`src/source/fpRoundPkg.sv`:
```
package fpRoundPkg;

	// ========================================================================
	// format widths
	// ========================================================================
	localparam int laneCount = 4;		// lanes per vector
	localparam int fpWidth   = 32;		// rounded single-precision word
	localparam int expWidth  = 8;		// biased exponent
	localparam int fracWidth = 23;		// stored fraction, hidden bit not counted
	localparam int wideWidth = 35;		// sign + exp + 24-bit significand + round + sticky

	// plain vectors with a meaning
	typedef logic [fpWidth-1:0]   fpWord;	// final IEEE 754 word
	typedef logic [wideWidth-1:0] fpWide;	// intermediate value, see layout below
	typedef logic [2:0]           roundMode;

	// fpWide layout, msb first:
	//   [34]    sign
	//   [33:26] exponent
	//   [25:2]  significand with visible leading bit, [2] is the kept lsb
	//   [1]     round bit
	//   [0]     sticky bit

	// ========================================================================
	// rounding mode codes
	// ========================================================================
	localparam roundMode rmNearestEven = 3'd0;	// ties to even
	localparam roundMode rmZero        = 3'd1;	// truncate
	localparam roundMode rmPlusInf     = 3'd2;	// toward +inf
	localparam roundMode rmMinusInf    = 3'd3;	// toward -inf
	localparam roundMode rmAway        = 3'd4;	// up in magnitude on any lost bit
	localparam roundMode rmDynamic     = 3'd7;	// take the mode register instead
	// 5 and 6 are reserved, the lane leaves the value unrounded

	// ========================================================================
	// bundles
	// ========================================================================
	typedef struct packed {
		fpWide    value;	// intermediate value to round
		roundMode mode;		// already resolved, never rmDynamic
	} laneReq;

	typedef struct packed {
		fpWord result;		// rounded word
		logic  inexact;		// some bit was lost
		logic  overflow;	// rounding carried into an all-ones exponent
	} laneRes;

	typedef struct packed {
		logic inexact;
		logic overflow;
	} fpFlags;

endpackage

```
`src/source/fpRoundIssue.sv`:
```
module fpRoundIssue (
	input  logic                                           clk,
	input  logic                                           rstN,
	input  logic                                           inValid,	// one vector this cycle
	input  fpRoundPkg::fpWide  [fpRoundPkg::laneCount-1:0] inData,
	input  fpRoundPkg::roundMode                           inMode,
	input  logic                                           modeWrite,	// load modeValue
	input  fpRoundPkg::roundMode                           modeValue,
	output logic                                           reqValid,
	output fpRoundPkg::laneReq [fpRoundPkg::laneCount-1:0] reqs
);

	fpRoundPkg::roundMode dynMode;	// dynamic mode register
	fpRoundPkg::roundMode effMode;	// mode the vector will carry

	// ========================================================================
	// mode resolution
	// ========================================================================
	// the register is read before this edge's write lands, so a vector that
	// shares a cycle with modeWrite still sees the previous mode
	always_comb begin
		if (inMode == fpRoundPkg::rmDynamic)
			effMode = dynMode;
		else
			effMode = inMode;		// static modes and reserved codes pass straight
	end

	// control state
	always_ff @(posedge clk or negedge rstN) begin
		if (!rstN) begin
			reqValid <= 1'b0;
			dynMode  <= fpRoundPkg::rmNearestEven;	// default IEEE mode
		end else begin
			reqValid <= inValid;	// one-cycle strobe, one cycle later
			if (modeWrite)
				dynMode <= modeValue;
		end
	end

	// ========================================================================
	// request registers
	// ========================================================================
	// payload only moves on a valid vector, otherwise it holds
	always_ff @(posedge clk) begin
		if (inValid) begin
			for (int i = 0; i < fpRoundPkg::laneCount; i++) begin
				reqs[i].value <= inData[i];
				reqs[i].mode  <= effMode;	// same mode for every lane
			end
		end
	end

endmodule

```
`src/source/fpRoundLane.sv`:
```
module fpRoundLane (
	input  logic               clk,
	input  logic               rstN,
	input  logic               reqValid,	// req holds a new value
	input  fpRoundPkg::laneReq req,
	output logic               resValid,
	output fpRoundPkg::laneRes res
);

	// ========================================================================
	// field split
	// ========================================================================
	logic                                       sign;
	logic [fpRoundPkg::expWidth-1:0]            expIn;
	logic [fpRoundPkg::fracWidth:0]             sig;		// 24 bits, leading bit visible
	logic                                       lsb;		// least significant kept bit
	logic                                       rBit;
	logic                                       sBit;
	logic                                       expMax;		// inf or NaN on input
	logic                                       denorm;		// zero exponent
	logic                                       roundUp;
	logic [fpRoundPkg::expWidth+fpRoundPkg::fracWidth:0] rounded;	// {exp, sig} + roundUp
	logic [fpRoundPkg::expWidth-1:0]            expOut;
	logic                                       expOutMax;
	logic [fpRoundPkg::fracWidth-1:0]           frac;
	fpRoundPkg::laneRes                         resNext;

	assign sign   = req.value[fpRoundPkg::wideWidth-1];
	assign expIn  = req.value[fpRoundPkg::wideWidth-2 -: fpRoundPkg::expWidth];
	assign sig    = req.value[fpRoundPkg::fracWidth+2:2];
	assign lsb    = req.value[2];
	assign rBit   = req.value[1];
	assign sBit   = req.value[0];
	assign expMax = &expIn;
	assign denorm = ~|expIn;

	// ========================================================================
	// round-up decision
	// ========================================================================
	always_comb begin
		case (req.mode)
			fpRoundPkg::rmNearestEven: roundUp = rBit & (lsb | sBit);	// tie goes to even lsb
			fpRoundPkg::rmZero:        roundUp = 1'b0;
			fpRoundPkg::rmPlusInf:     roundUp = (rBit | sBit) & ~sign;
			fpRoundPkg::rmMinusInf:    roundUp = (rBit | sBit) & sign;
			fpRoundPkg::rmAway:        roundUp = rBit | sBit;
			default:                   roundUp = 1'b0;		// codes 5, 6: leave as is
		endcase
		// infinities and NaNs are never rounded
		if (expMax)
			roundUp = 1'b0;
	end

	// one adder for both fields, a carry out of the significand lands in the
	// exponent, so the largest finite value can only step up to infinity
	assign rounded   = {expIn, sig} + {{(fpRoundPkg::expWidth+fpRoundPkg::fracWidth){1'b0}}, roundUp};
	assign expOut    = rounded[fpRoundPkg::expWidth+fpRoundPkg::fracWidth -: fpRoundPkg::expWidth];
	assign expOutMax = &expOut;

	// ========================================================================
	// fraction select
	// ========================================================================
	always_comb begin
		if (roundUp && expOutMax)
			frac = '0;					// became infinity
		else if (roundUp && denorm)
			frac = rounded[fpRoundPkg::fracWidth:1];	// denormal, keep msb
		else if (roundUp)
			frac = rounded[fpRoundPkg::fracWidth-1:0];	// normal, hide msb
		else if (denorm)
			frac = sig[fpRoundPkg::fracWidth:1];		// denormal keeps leading bit
		else
			frac = sig[fpRoundPkg::fracWidth-1:0];		// normal or special, drop hidden bit
	end

	always_comb begin
		resNext.result   = {sign, expOut, frac};
		resNext.inexact  = ~expMax & (rBit | sBit);
		resNext.overflow = ~expMax & expOutMax;	// only a round-up can reach all ones here
	end

	// ========================================================================
	// result register
	// ========================================================================
	always_ff @(posedge clk or negedge rstN) begin
		if (!rstN)
			resValid <= 1'b0;
		else
			resValid <= reqValid;
	end

	always_ff @(posedge clk) begin
		if (reqValid)
			res <= resNext;		// payload, held between vectors
	end

endmodule

```
`src/source/fpRoundFlags.sv`:
```
module fpRoundFlags (
	input  logic                                           clk,
	input  logic                                           rstN,
	input  logic                                           resValid,	// from lane zero
	input  logic                                           flagClear,	// drop sticky flags
	input  fpRoundPkg::laneRes [fpRoundPkg::laneCount-1:0] results,
	output logic                                           outValid,
	output fpRoundPkg::fpWord  [fpRoundPkg::laneCount-1:0] outData,
	output fpRoundPkg::fpFlags                             flags
);

	fpRoundPkg::fpFlags laneFlags;	// OR over the lanes of this vector
	fpRoundPkg::fpFlags flagsNext;

	// ========================================================================
	// output vector
	// ========================================================================
	// straight from the lane registers, no extra cycle
	assign outValid = resValid;

	always_comb begin
		for (int i = 0; i < fpRoundPkg::laneCount; i++)
			outData[i] = results[i].result;
	end

	// ========================================================================
	// sticky exception flags
	// ========================================================================
	always_comb begin
		laneFlags = '0;
		for (int i = 0; i < fpRoundPkg::laneCount; i++) begin
			laneFlags.inexact  = laneFlags.inexact | results[i].inexact;
			laneFlags.overflow = laneFlags.overflow | results[i].overflow;
		end
	end

	// clear wins over the old value, never over flags arriving the same cycle
	always_comb begin
		flagsNext = flagClear ? '0 : flags;
		if (outValid) begin
			flagsNext.inexact  = flagsNext.inexact | laneFlags.inexact;
			flagsNext.overflow = flagsNext.overflow | laneFlags.overflow;
		end
	end

	always_ff @(posedge clk or negedge rstN) begin
		if (!rstN)
			flags <= '0;
		else
			flags <= flagsNext;
	end

endmodule

```
`src/source/fpRoundArray.sv`:
```
module fpRoundArray (
	input  logic                                           clk,
	input  logic                                           rstN,
	input  logic                                           inValid,
	input  fpRoundPkg::fpWide  [fpRoundPkg::laneCount-1:0] inData,
	input  fpRoundPkg::roundMode                           inMode,
	input  logic                                           modeWrite,
	input  fpRoundPkg::roundMode                           modeValue,
	input  logic                                           flagClear,
	output logic                                           outValid,	// two clocks after inValid
	output fpRoundPkg::fpWord  [fpRoundPkg::laneCount-1:0] outData,
	output fpRoundPkg::fpFlags                             flags
);

	logic                                           reqValid;
	fpRoundPkg::laneReq [fpRoundPkg::laneCount-1:0] reqs;
	logic               [fpRoundPkg::laneCount-1:0] laneValid;	// identical timing on every lane
	fpRoundPkg::laneRes [fpRoundPkg::laneCount-1:0] results;

	// ========================================================================
	// stage 1: input register and mode resolution
	// ========================================================================
	fpRoundIssue issue (
		.clk       (clk),
		.rstN      (rstN),
		.inValid   (inValid),
		.inData    (inData),
		.inMode    (inMode),
		.modeWrite (modeWrite),
		.modeValue (modeValue),
		.reqValid  (reqValid),
		.reqs      (reqs)
	);

	// stage 2: one rounder per lane
	for (genvar lane = 0; lane < fpRoundPkg::laneCount; lane++) begin : gLane
		fpRoundLane rounder (
			.clk      (clk),
			.rstN     (rstN),
			.reqValid (reqValid),
			.req      (reqs[lane]),
			.resValid (laneValid[lane]),
			.res      (results[lane])
		);
	end

	// output mux and sticky flags, lane zero stands for all
	fpRoundFlags collect (
		.clk       (clk),
		.rstN      (rstN),
		.resValid  (laneValid[0]),
		.flagClear (flagClear),
		.results   (results),
		.outValid  (outValid),
		.outData   (outData),
		.flags     (flags)
	);

endmodule

```
`config.mk`:
```
export PLATFORM = sky130hd
export DESIGN_NAME = fpRoundArray
export DESIGN_NICKNAME = d
export VERILOG_FILES = /design/src/source/fpRoundPkg.sv /design/src/source/fpRoundIssue.sv /design/src/source/fpRoundLane.sv /design/src/source/fpRoundFlags.sv /design/src/source/fpRoundArray.sv
export SDC_FILE = /design/constraint.sdc
export NUM_CORES = 1
export LEC_CHECK = 0
export BUFFER_PORTS_ARGS = -buffer_cell sky130_fd_sc_hd__buf_2
export CAP_MARGIN = 20
export CORE_MARGIN = 2
export CORE_UTILIZATION = 34
export CTS_CLUSTER_DIAMETER = 50
export CTS_CLUSTER_SIZE = 14
export DETAILED_ROUTE_END_ITERATION = 16
export PLACE_DENSITY_LB_ADDON = 0.05
export SYNTH_ARGS = -nofsm -noshare
export SYNTH_HDL_FRONTEND = slang
export SYNTH_HIERARCHICAL = 1
export SYNTH_SLANG_ARGS = --single-unit
export TNS_END_PERCENT = 10
```
`constraint.sdc`:
```
create_clock -name clk -period 9.1 [get_ports clk]
set_clock_uncertainty 0.2 [all_clocks]
set_input_delay 1.365 -clock clk [delete_from_list [all_inputs] [get_ports clk]]
set_output_delay 1.365 -clock clk [all_outputs]
set_load 0.01 [all_outputs]
```
==> key figures, run 1 <==
Outcome
  • Run status: completed

Power and ir drop
  • Int Power: 2.72 mW
  • Switching part of the total: 25.5%
  • Sw power: 931 µW
  • Total Power: 3.65 mW
  • Maximum vdd drop: 0.134 mV
  • PD cells: 202 mW/mm²
  • Comb pwr share: 10.0%
  • Reg power frac: 46.6%
  • Leak Pwr: 6.58 nW
  • Clock group share of total power: 43.4%

GRT
  • Largest net degree at the start of global routing: 88
  • Total gr overflow: 0
  • First-pass GRT wire length: 66,800 µm
  • Vias in the first global route: 11,298
  • GRT Total Usage: 18.0%
  • Antenna violations before repair: 7

Cells and area
  • Nets: 1,749
  • Area grow syn2layout: 13.8%
  • Post-route insts no fill: 2,234
  • Layout cells sized above 1: 24.1%

Route
  • Via Count: 11,760
  • DR WL/cell: 19.8 µm
  • DRT Wirelength: 44,300 µm
  • DRC: 0
  • DR iter-0 viols: 776
  • Via-to-Cell Ratio: 5.26
  • 1st-pass router iterations: 5
  • ANT nets after route: 0

Die
  • Row count: 79
  • Die width: 220 µm
  • IO Pins: 282
  • Die area: 0.0485 mm²
  • Core area: 0.0464 mm²
  • Die Y: 220 µm
  • Initial Util: 34.3%

Placed design
  • Hpwl dp: 30,900 µm
  • Final Wtd Congestion: 0.853
  • DP Cell Count: 2,159
  • PortBufs: 281

Worst setup path
  • Critical path origin: issue/reqs[77]
  • Critical-path top delay cell: edfxtp_1
  • R2r endpoint: gLane[3].rounder/res[5]
  • CP most frequent cell: and3_1
  • R2R cell count: 13
  • FF-to-FF Start: issue/reqs[77]
  • Max incr delay on CP: 0.72 ns
  • Setup crit end kind: register
  • Critical Path Start Type: register
  • CP top delay family: simple AND/OR/NAND/NOR gates
  • CP Max Fanout: 21
  • Crit Path Class: register to register
  • CP endpoint: gLane[3].rounder/res[5]
  • WP buf/inv: 1
  • Worst-path cell chain: nand2_1, a22o_1, nor3_2, buf_4, and2_1, ha_1, and4_1, and3_1, and3_1, xnor2_1, or4b_4, nor3_4, a311oi_1
  • Crit path depth: 13
  • Critical Path AT: 5.07 ns
  • Req. time, crit path: 9.14 ns
  • Reg2Reg Setup Slack: 4.08 ns

Clock tree
  • H-tree depth: 2
  • CTS tree: yes
  • Post-CTS Setup Bufs: 0
  • # resized after CTS: 0
  • Max clock buf depth: 3
  • CTS Hold Bufs: 0
  • Root Driver: clkbuf_16
  • CTS Sinks: 286
  • Worst skew pair latency: 0.55 ns
  • Worst-path clk slew: 0.06 ns
  • CTS Buf Count: 39

STA
  • Relative slew slack: 34.2%
  • Final TNS setup: 0 ns
  • Hold Fails Final Rpt: 0
  • Hold_ws: 0.287 ns
  • Fmax: 199 MHz
  • # setup viols final: 0
  • RSZ-0062 raised after global routing: no
  • Final Max Tran Viols: 0
  • Final period utilization: 55.2%
  • Final worst path period need: 5.02 ns
  • Worst Tran Pin Value: 0.983 ns

Synthesis
  • Synth warn: 6
  • Syn Inst Count: 1,501
  • Syn Std Cell Area: 0.0159 mm²
  • Syn_area_per_cell: 10.6 µm²
  • Post-Syn Nets: 1,656

Run
  • MaxCap Viol Count: 0

Hold path
  • Hold Crit Class: register to register
==> per-stage QoR <==
step / setup WS (ns) / cell area (µm²) / util, %
4_1_cts: 4.01 / 18100 / 39.0
6_report: 4.08 / 18100 / 39.0
3_5_place_dp: 4.02 / 16700 / 36.1
3_3_place_gp: 4.14 / 16700 / 36.1
5_1_grt: 3.67 / 18100 / 39.0
2_1_floorplan: 4.71 / 15900 / -
==> registers in the layout, summed over array words and instances (netlist names) <==
register                cells
gLane.rounder/res         136
gLane.rounder/resValid      1
issue/reqValid              1
issue/reqs                143
collect/flags               2
issue/dynMode               3
==> metal layers <==
layer	share of wire, %	wire, µm	track usage (%)
met1	46	20200	25.5
met2	46	20200	27.2
met3	6.6	2920	3.74
met4	2.2	962	6.15
met5	0.090	40	0
==> how the worst min path moves through the flow <==
stage / to / slack (ns) / cells past startpoint / from
2_1_floorplan: collect/flags[0] / 0.25 / 2 / gLane[0].rounder/res[0]
3_3_place_gp: gLane[3].rounder/res[33] / 0.27 / 0 / issue/reqs[151]
3_5_place_dp: gLane[3].rounder/res[33] / 0.27 / 0 / issue/reqs[151]
4_1_cts: gLane[3].rounder/res[33] / 0.29 / 0 / issue/reqs[151]
5_1_grt: gLane[1].rounder/res[33] / 0.29 / 0 / issue/reqs[75]
6_report: collect/flags[0] / 0.29 / 2 / gLane[1].rounder/res[0]
==> worst reg2reg max path, stage by stage, from the launching register on <==
cell and delay (ns):
edfxtp_1 0.72, nand2_1 0.10, a22o_1 0.31, nor3_2 0.17
buf_4 0.28, and2_1 0.17, ha_1 0.22, and4_1 0.36
and3_1 0.43, and3_1 0.29, xnor2_1 0.08, or4b_4 0.53
nor3_4 0.71, a311oi_1 0.14
==> final cells by class <==
class	count	area, µm²
fill	4609	28300
sequential	286	8560
multi-input combinational	953	5810
timing repair buffer	298	1560
clock buffer	46	1040
tap	607	759
clock inverter	24	298
inverter	16	60.1
antenna	4	10.0
==> layout by cell type, fill, tap and decap left out, types with 12 or more instances in the layout <==
master	n
a21oi_1	44
and3_1	48
nand3_1	72
nor2_1	104
nor4_1	24
nor3_1	20
xnor2_1	60
a211oi_1	52
xor2_1	36
o21ai_0	73
a311oi_1	20
a31oi_1	13
buf_4	16
and2_1	20
o211ai_1	12
buf_2	280
inv_1	16
and4_1	16
clkbuf_16	41
nand2_1	171
edfxtp_1	279
nand4_1	24
a21o_1	12
==> power groups by stage <==
stage	registers, mW	logic (mW)	clock network [mW]
finish	1.70	0.365	1.58
global route	1.71	0.408	1.69
CTS	1.70	0.371	1.64
detailed placement	1.72	0.369	0
global placement	1.73	0.369	0
floorplan	1.67	0.307	0
Note: power is estimated with default switching activity, not from simulation.
==> run 2, diff against run 1 <==
- clock period: 9.1 -> 4.3 ns (I/O delays scaled with it)
==> run 2 against run 1 <==
Effect of this change: hold slack lost 0.24 ns; total power grew 120%; register-to-register slack lost 3.8 ns; critical path depth is the same; combinational power grew 120%; clock power grew 120%.
==> key figures, run 2 (synthesis gave the netlist of run 1 again) <==
Outcome
  • Run status: completed

Worst setup path
  • Req. time, crit path: 4.39 ns (-4.75 ns)
  • Max incr delay on CP: 0.56 ns (-0.16 ns)
  • Critical Path Start Type: register
  • Reg2Reg Setup Slack: 0.29 ns (-3.78 ns)
  • CP Max Fanout: 15 (-29%)
  • Critical Path AT: 4.10 ns (-0.97 ns)
  • Critical-path top delay cell: or4b_4
  • Setup crit end kind: register
  • Worst-path cell chain: and4_1, and3_1, nor3_2, and2_1, ha_1, and4_1, and3_1, nand3_1, xor2_1, or4b_4, nor3_2, buf_4, a31oi_1
  • Crit Path Class: register to register
  • CP top delay family: simple AND/OR/NAND/NOR gates
  • WP buf/inv: 1 (unchanged)

Die
  • Row count: 79 (unchanged)
  • IO Pins: 282 (unchanged)
  • Die width: 220 µm (unchanged)
  • Initial Util: 34.3% (unchanged)
  • Die area: 0.0485 mm² (unchanged)
  • Die Y: 220 µm (unchanged)
  • Core area: 0.0464 mm² (unchanged)

GRT
  • Vias in the first global route: 11,419 (+1.1%)
  • M2 GR Usage: 28.3% (+1.1 points)
  • First-pass GRT wire length: 67,700 µm (+1.5%)
  • Most Used Layer, Global Route: met2
  • Met3 Use GR: 4.11% (+0.37 points)
  • Antenna violations before repair: 11 (+4)
  • Largest net degree at the start of global routing: 83 (-5.7%)
  • GR Util met1: 25.1% (-0.42 points)
  • GRT Total Usage: 18.2% (+0.22 points)
  • Total gr overflow: 0 (unchanged)

Cells and area
  • Fill cell count: 4,596 (-0.28%)
  • Top Registers: issue/reqs (143), gLane.rounder/res (136), issue/dynMode (3)
  • Most frequent cells in the layout: 280 x buf_2, 279 x edfxtp_1, 171 x nand2_1
  • Nets: 1,787 (+2.2%)
  • Most common cell after layout, fill and taps aside: buf_2
  • Most flop-heavy register: issue/reqs
  • Area grow syn2layout: 15.9%
  • Max reg flops: 143 (unchanged)
  • Layout cells sized above 1: 26.0% (+1.9 points)

Power and ir drop
  • Switching part of the total: 25.9% (+0.32 points)
  • Sw power: 2.04 mW (+120%)
  • PD cells: 428 mW/mm² (+110%)
  • Reg power frac: 45.6% (-1.0 points)
  • Leak Pwr: 6.79 nW (+3.3%)
  • Comb pwr share: 10.0% (about the same)
  • Maximum vdd drop: 0.278 mV (+110%)
  • Clock group share of total power: 44.4% (+1.0 points)
  • Int Power: 5.84 mW (+120%)

STA
  • Fmax: 249 MHz (+25%)
  • RSZ-0062 raised after global routing: no
  • Final Max Tran Viols: 0 (unchanged)
  • Final TNS setup: 0 ns (unchanged)
  • # setup viols final: 0 (unchanged)
  • Setup ws final: 0.291 ns (-3.78 ns)
  • Worst Tran Pin Value: 0.930 ns (-0.0534 ns)
  • Final worst path period need: 4.01 ns (-1.02 ns)
  • Hold Fails Final Rpt: 0 (unchanged)
  • Relative slew slack: 38.0% (+3.8 points)
  • Final period utilization: 93.2% (+38 points)

Clock tree
  • Max clock buf depth: 3 (unchanged)
  • Worst skew pair latency: 0.57 ns (+0.02 ns)
  • H-tree depth: 2 (unchanged)
  • CTS Sinks: 286 (unchanged)
  • Worst-path clk slew: 0.06 ns (about the same)
  • Root Driver: clkbuf_16
  • CTS tree: yes
  • CTS Buf Count: 41 (+5.1%)
  • # resized after CTS: 0 (unchanged)

Route
  • DR WL/cell: 19.8 µm (about the same)
  • DRT Wirelength: 45,000 µm (+1.8%)
  • Via Count: 11,856 (+0.82%)
  • Via-to-Cell Ratio: 5.22 (-0.83%)
  • DR iter-0 viols: 823 (+6.1%)
  • DRC: 0 (unchanged)
  • 1st-pass router iterations: 5 (unchanged)
  • ANT nets after route: 0 (unchanged)

Hold path
  • Hold Crit Class: input pin to register

Placed design
  • Final Wtd Congestion: 0.830 (-2.7%)
  • PortBufs: 281 (unchanged)
  • Hpwl dp: 32,100 µm (+3.8%)
  • Pre-CTS setup slack: 0.167 ns (-3.86 ns)

Run
  • MaxCap Viol Count: 0 (unchanged)
run 2: cell types whose count changed in the layout (fill, tap and decap cells not counted), moves of 3 or more:
cell,change
buf_4,+34
clkbuf_1,-4
nor3_2,+3
nor3_4,-3
run 2: power groups by stage:
| stage | Clock, mW | Combinational [mW] | Sequential, mW |
|---|---|---|---|
| final | 3.50 | 0.791 | 3.59 |
| after CTS | 3.62 | 0.799 | 3.60 |
| after floorplan | 0 | 0.652 | 3.53 |
| after global placement | 0 | 0.795 | 3.66 |
| after detailed placement | 0 | 0.796 | 3.65 |
| after global routing | 3.72 | 0.881 | 3.63 |
run 2: through the flow:
| step | hold WS, ns | power, mW | utilization, % | instance area (µm²) | cells |
|---|---|---|---|---|---|
| finish | 0.0462 | 7.88 | 39.7 | 18400 | 2271 |
| global placement | 0.278 | 4.45 | 36.6 | 17000 | 2193 |
| floorplan | 0.149 | 4.18 | - | 15900 | 1501 |
| CTS | 0.00510 | 8.01 | 39.7 | 18400 | 2266 |
| global route | 0.0158 | 8.23 | 39.7 | 18400 | 2271 |
| detailed placement | 0.283 | 4.45 | 36.6 | 17000 | 2193 |
run 2: path summary, 6_finish.rpt:
kind | start | to | cells past startpoint
max | issue/reqs[70] | gLane[1].rounder/res[15] | 13
min reg2reg | gLane[0].rounder/res[0] | collect/flags[0] | 2
max in group asynchronous | rstN | issue/reqValid | 2
max reg2reg | issue/reqs[70] | gLane[1].rounder/res[15] | 13
min in group asynchronous | rstN | issue/dynMode[0] | 2
min | inData[71] | issue/reqs[80] | 1
run 2: what timing repair did:
action                                 4_1_cts  5_1_grt
setup endpoints to repair                    0       14
endpoints found under the hold margin        7        0
buffers inserted                             0        2
hold buffers                                 1        0
run 2: routing by layer:
layer	wire (µm)	part of all wire, %
met1	20300	45
met2	20600	46
met3	2840	6.3
met4	1210	2.7
met5	90	0.20
run 2: layout make-up:
class                      count  area (µm²)  share of cell area [%]
tap                          607         759                    4.12
multi-input combinational    953        5790                    31.4
timing repair buffer         334        1840                    9.98
sequential                   286        8560                    46.5
clock inverter                28         332                    1.80
antenna                        3        7.51                  0.0408
inverter                      16        60.1                   0.326
clock buffer                  44        1080                    5.86
==> run 3, diff against run 2 <==
- REMOVE_ABC_BUFFERS: not set -> 1
==> run 3 against run 2 <==
Effect of this change: maximum frequency is essentially flat; sequential share of layout area grew 0.063 points; non-clock buffer count shrank 7; worst setup slack gained 0.0033 ns; wire length shrank 1.4%; hold slack gained 0.015 ns; critical path depth is the same; final area shrank 0.14%; sequential power is essentially flat; register-to-register slack is essentially flat; largest cell class unchanged.
==> key figures, run 3 (synthesis gave the netlist of run 1 again) <==
STA
  • Hold Fails Final Rpt: 0 (unchanged)
  • Worst Tran Pin Value: 1.00 ns (+0.0731 ns)
  • Final TNS setup: 0 ns (unchanged)
  • RSZ-0062 raised after global routing: no
  • Setup ws final: 0.294 ns (+0.00328 ns)
  • Final Max Tran Viols: 0 (unchanged)
  • # setup viols final: 0 (unchanged)
  • Final worst path period need: 4.01 ns (-0.00328 ns)
  • Hold_ws: 0.0613 ns (+0.0151 ns)
  • Final period utilization: 93.2% (about the same)
  • Relative slew slack: 33.1% (-4.9 points)
  • Fmax: 250 MHz (about the same)

GRT
  • Vias in the first global route: 11,481 (+0.54%)
  • GRT Total Usage: 18.0% (-0.22 points)
  • First-pass GRT wire length: 67,100 µm (-0.99%)
  • Antenna violations before repair: 7 (-4)
  • Largest net degree at the start of global routing: 78 (-6.0%)
  • Total gr overflow: 0 (unchanged)

Worst setup path
  • R2R cell count: 13 (unchanged)
  • Req. time, crit path: 4.38 ns (about the same)
  • CP Max Fanout: 21 (+6)
  • Critical Path Start Type: register
  • Critical Path AT: 4.09 ns (about the same)
  • Setup crit end kind: register
  • Crit Path Class: register to register
  • Reg2Reg Setup Slack: 0.29 ns (about the same)

Die
  • Core area: 0.0464 mm² (unchanged)
  • Die area: 0.0485 mm² (unchanged)
  • Die width: 220 µm (unchanged)
  • IO Pins: 282 (unchanged)
  • Row count: 79 (unchanged)
  • Initial Util: 34.3% (unchanged)
  • Die Y: 220 µm (unchanged)

Route
  • Top routing layer in use: met5
  • Via-to-Cell Ratio: 5.17 (-0.99%)
  • DR iter-0 viols: 883 (+7.3%)
  • WL met3: 2690 µm (-5.2%)
  • Wire length on met2: 20,800 µm (+0.72%)
  • Via Count: 11,723 (-1.1%)
  • DRT Wirelength: 44,400 µm (-1.4%)
  • ANT nets after route: 0 (unchanged)
  • DR WL/cell: 19.6 µm (-1.3%)
  • 1st-pass router iterations: 7 (+2)
  • DRC: 0 (unchanged)
  • WL met1: 20,000 µm (-1.2%)

Power and ir drop
  • Clock group share of total power: 44.6% (+0.2 points)
  • Sw power: 2.06 mW (+0.93%)
  • Leak Pwr: 6.76 nW (-0.46%)
  • Int Power: 5.84 mW (about the same)
  • Maximum vdd drop: 0.385 mV (+39%)
  • Comb pwr share: 9.9% (about the same)
  • Switching part of the total: 26.0% (+0.19 points)
  • Total Power: 7.90 mW (+0.18%)
  • PD cells: 429 mW/mm² (+0.32%)
  • Reg power frac: 45.5% (about the same)

Run
  • MaxCap Viol Count: 0 (unchanged)

Clock tree
  • Max clock buf depth: 3 (unchanged)
  • Root Driver: clkbuf_16
  • CTS tree: yes
  • H-tree depth: 2 (unchanged)
  • CTS Sinks: 286 (unchanged)
  • Worst-path clk slew: 0.06 ns (about the same)
  • Worst skew pair latency: 0.55 ns (-0.02 ns)
  • CTS Buf Count: 43 (+4.9%)

Cells and area
  • Area grow syn2layout: 15.7%
  • Nets: 1,782 (-0.28%)
  • Final Cell Area: 0.0184 mm² (-0.14%)
  • Max reg flops: 143 (unchanged)
  • Post-layout util: 39.7% (-0.054 points)
  • Most flop-heavy register: issue/reqs
  • Top Registers: issue/reqs (143), gLane.rounder/res (136), issue/dynMode (3)
  • Post-route insts no fill: 2,268 (-0.13%)
  • Most frequent cells in the layout: 280 x buf_2, 279 x edfxtp_1, 171 x nand2_1
  • Layout cells sized above 1: 25.9% (-0.15 points)
  • Most common cell after layout, fill and taps aside: buf_2
  • Fill cell count: 4,604 (+0.17%)

Outcome
  • Run status: completed

Placed design
  • DP Cell Count: 2,186 (-0.32%)
  • Placed Area: 0.0169 mm² (-0.31%)
  • Hpwl dp: 30,800 µm (-4.1%)
  • Final Wtd Congestion: 0.800 (-3.6%)
  • Pre-CTS setup slack: 0.164 ns (-0.00273 ns)
  • PortBufs: 281 (unchanged)

Hold path
  • Hold path depth: 1 (unchanged)
  • Hold Crit Class: input pin to register
run 3: layout make-up:
type | instances | area, µm² | area share, %
Timing Repair Buffer | 327 | 1790 | 9.73
Clock buffer | 47 | 1110 | 6.04
Multi-Input combinational cell | 953 | 5790 | 31.5
Sequential cell | 286 | 8560 | 46.5
Inverter | 16 | 60.1 | 0.326
Clock inverter | 30 | 327 | 1.78
Tap cell | 607 | 759 | 4.13
Antenna cell | 2 | 5.00 | 0.0272
run 3: path summary, 6_finish.rpt:
kind,startpoint,to
min,inData[117],issue/reqs[129]
min in group asynchronous,rstN,gLane[0].rounder/resValid
max reg2reg,issue/reqs[148],gLane[3].rounder/res[14]
max,issue/reqs[148],gLane[3].rounder/res[14]
min reg2reg,issue/reqs[37],gLane[0].rounder/res[33]
max in group asynchronous,rstN,issue/reqValid
run 3: power by group through the flow:
stage               Sequential (mW)  Clock [mW]  Combinational [mW]
detailed placement             3.65           0               0.784
floorplan                      3.65           0               0.345
CTS                            3.60        3.64               0.787
finish                         3.59        3.52               0.779
global placement               3.66           0               0.782
global route                   3.63        3.73               0.872
run 3: routing by layer:
| layer | track usage [%] | vias up |
|---|---|---|
| met5 | 0 | - |
| met4 | 5.01 | 10 |
| met3 | 4.12 | 57 |
| met2 | 28.7 | 329 |
| met1 | 24.4 | 5624 |
| li1 | - | 5703 |
run 3: worst max-delay path, stage by stage (launching register included):
cell and delay (ns):
edfxtp_1 0.45, and4_1 0.26, and3_1 0.25, nor3_2 0.23, and2_1 0.15, ha_1 0.23
and4_1 0.35, and3_1 0.30, and3_1 0.25, xnor2_1 0.09, or4b_4 0.50, nor3_2 0.14
buf_6 0.24, a311oi_1 0.07
run 3: repair_timing:
| item | 4_1_cts | 5_1_grt |
|---|---|---|
| gates resized for setup | 0 | 1 |
| hold buffers | 1 | 0 |
| setup buffers | 0 | 2 |
| endpoints found under the setup margin | 0 | 50 |
| endpoints found under the hold margin | 7 | 0 |
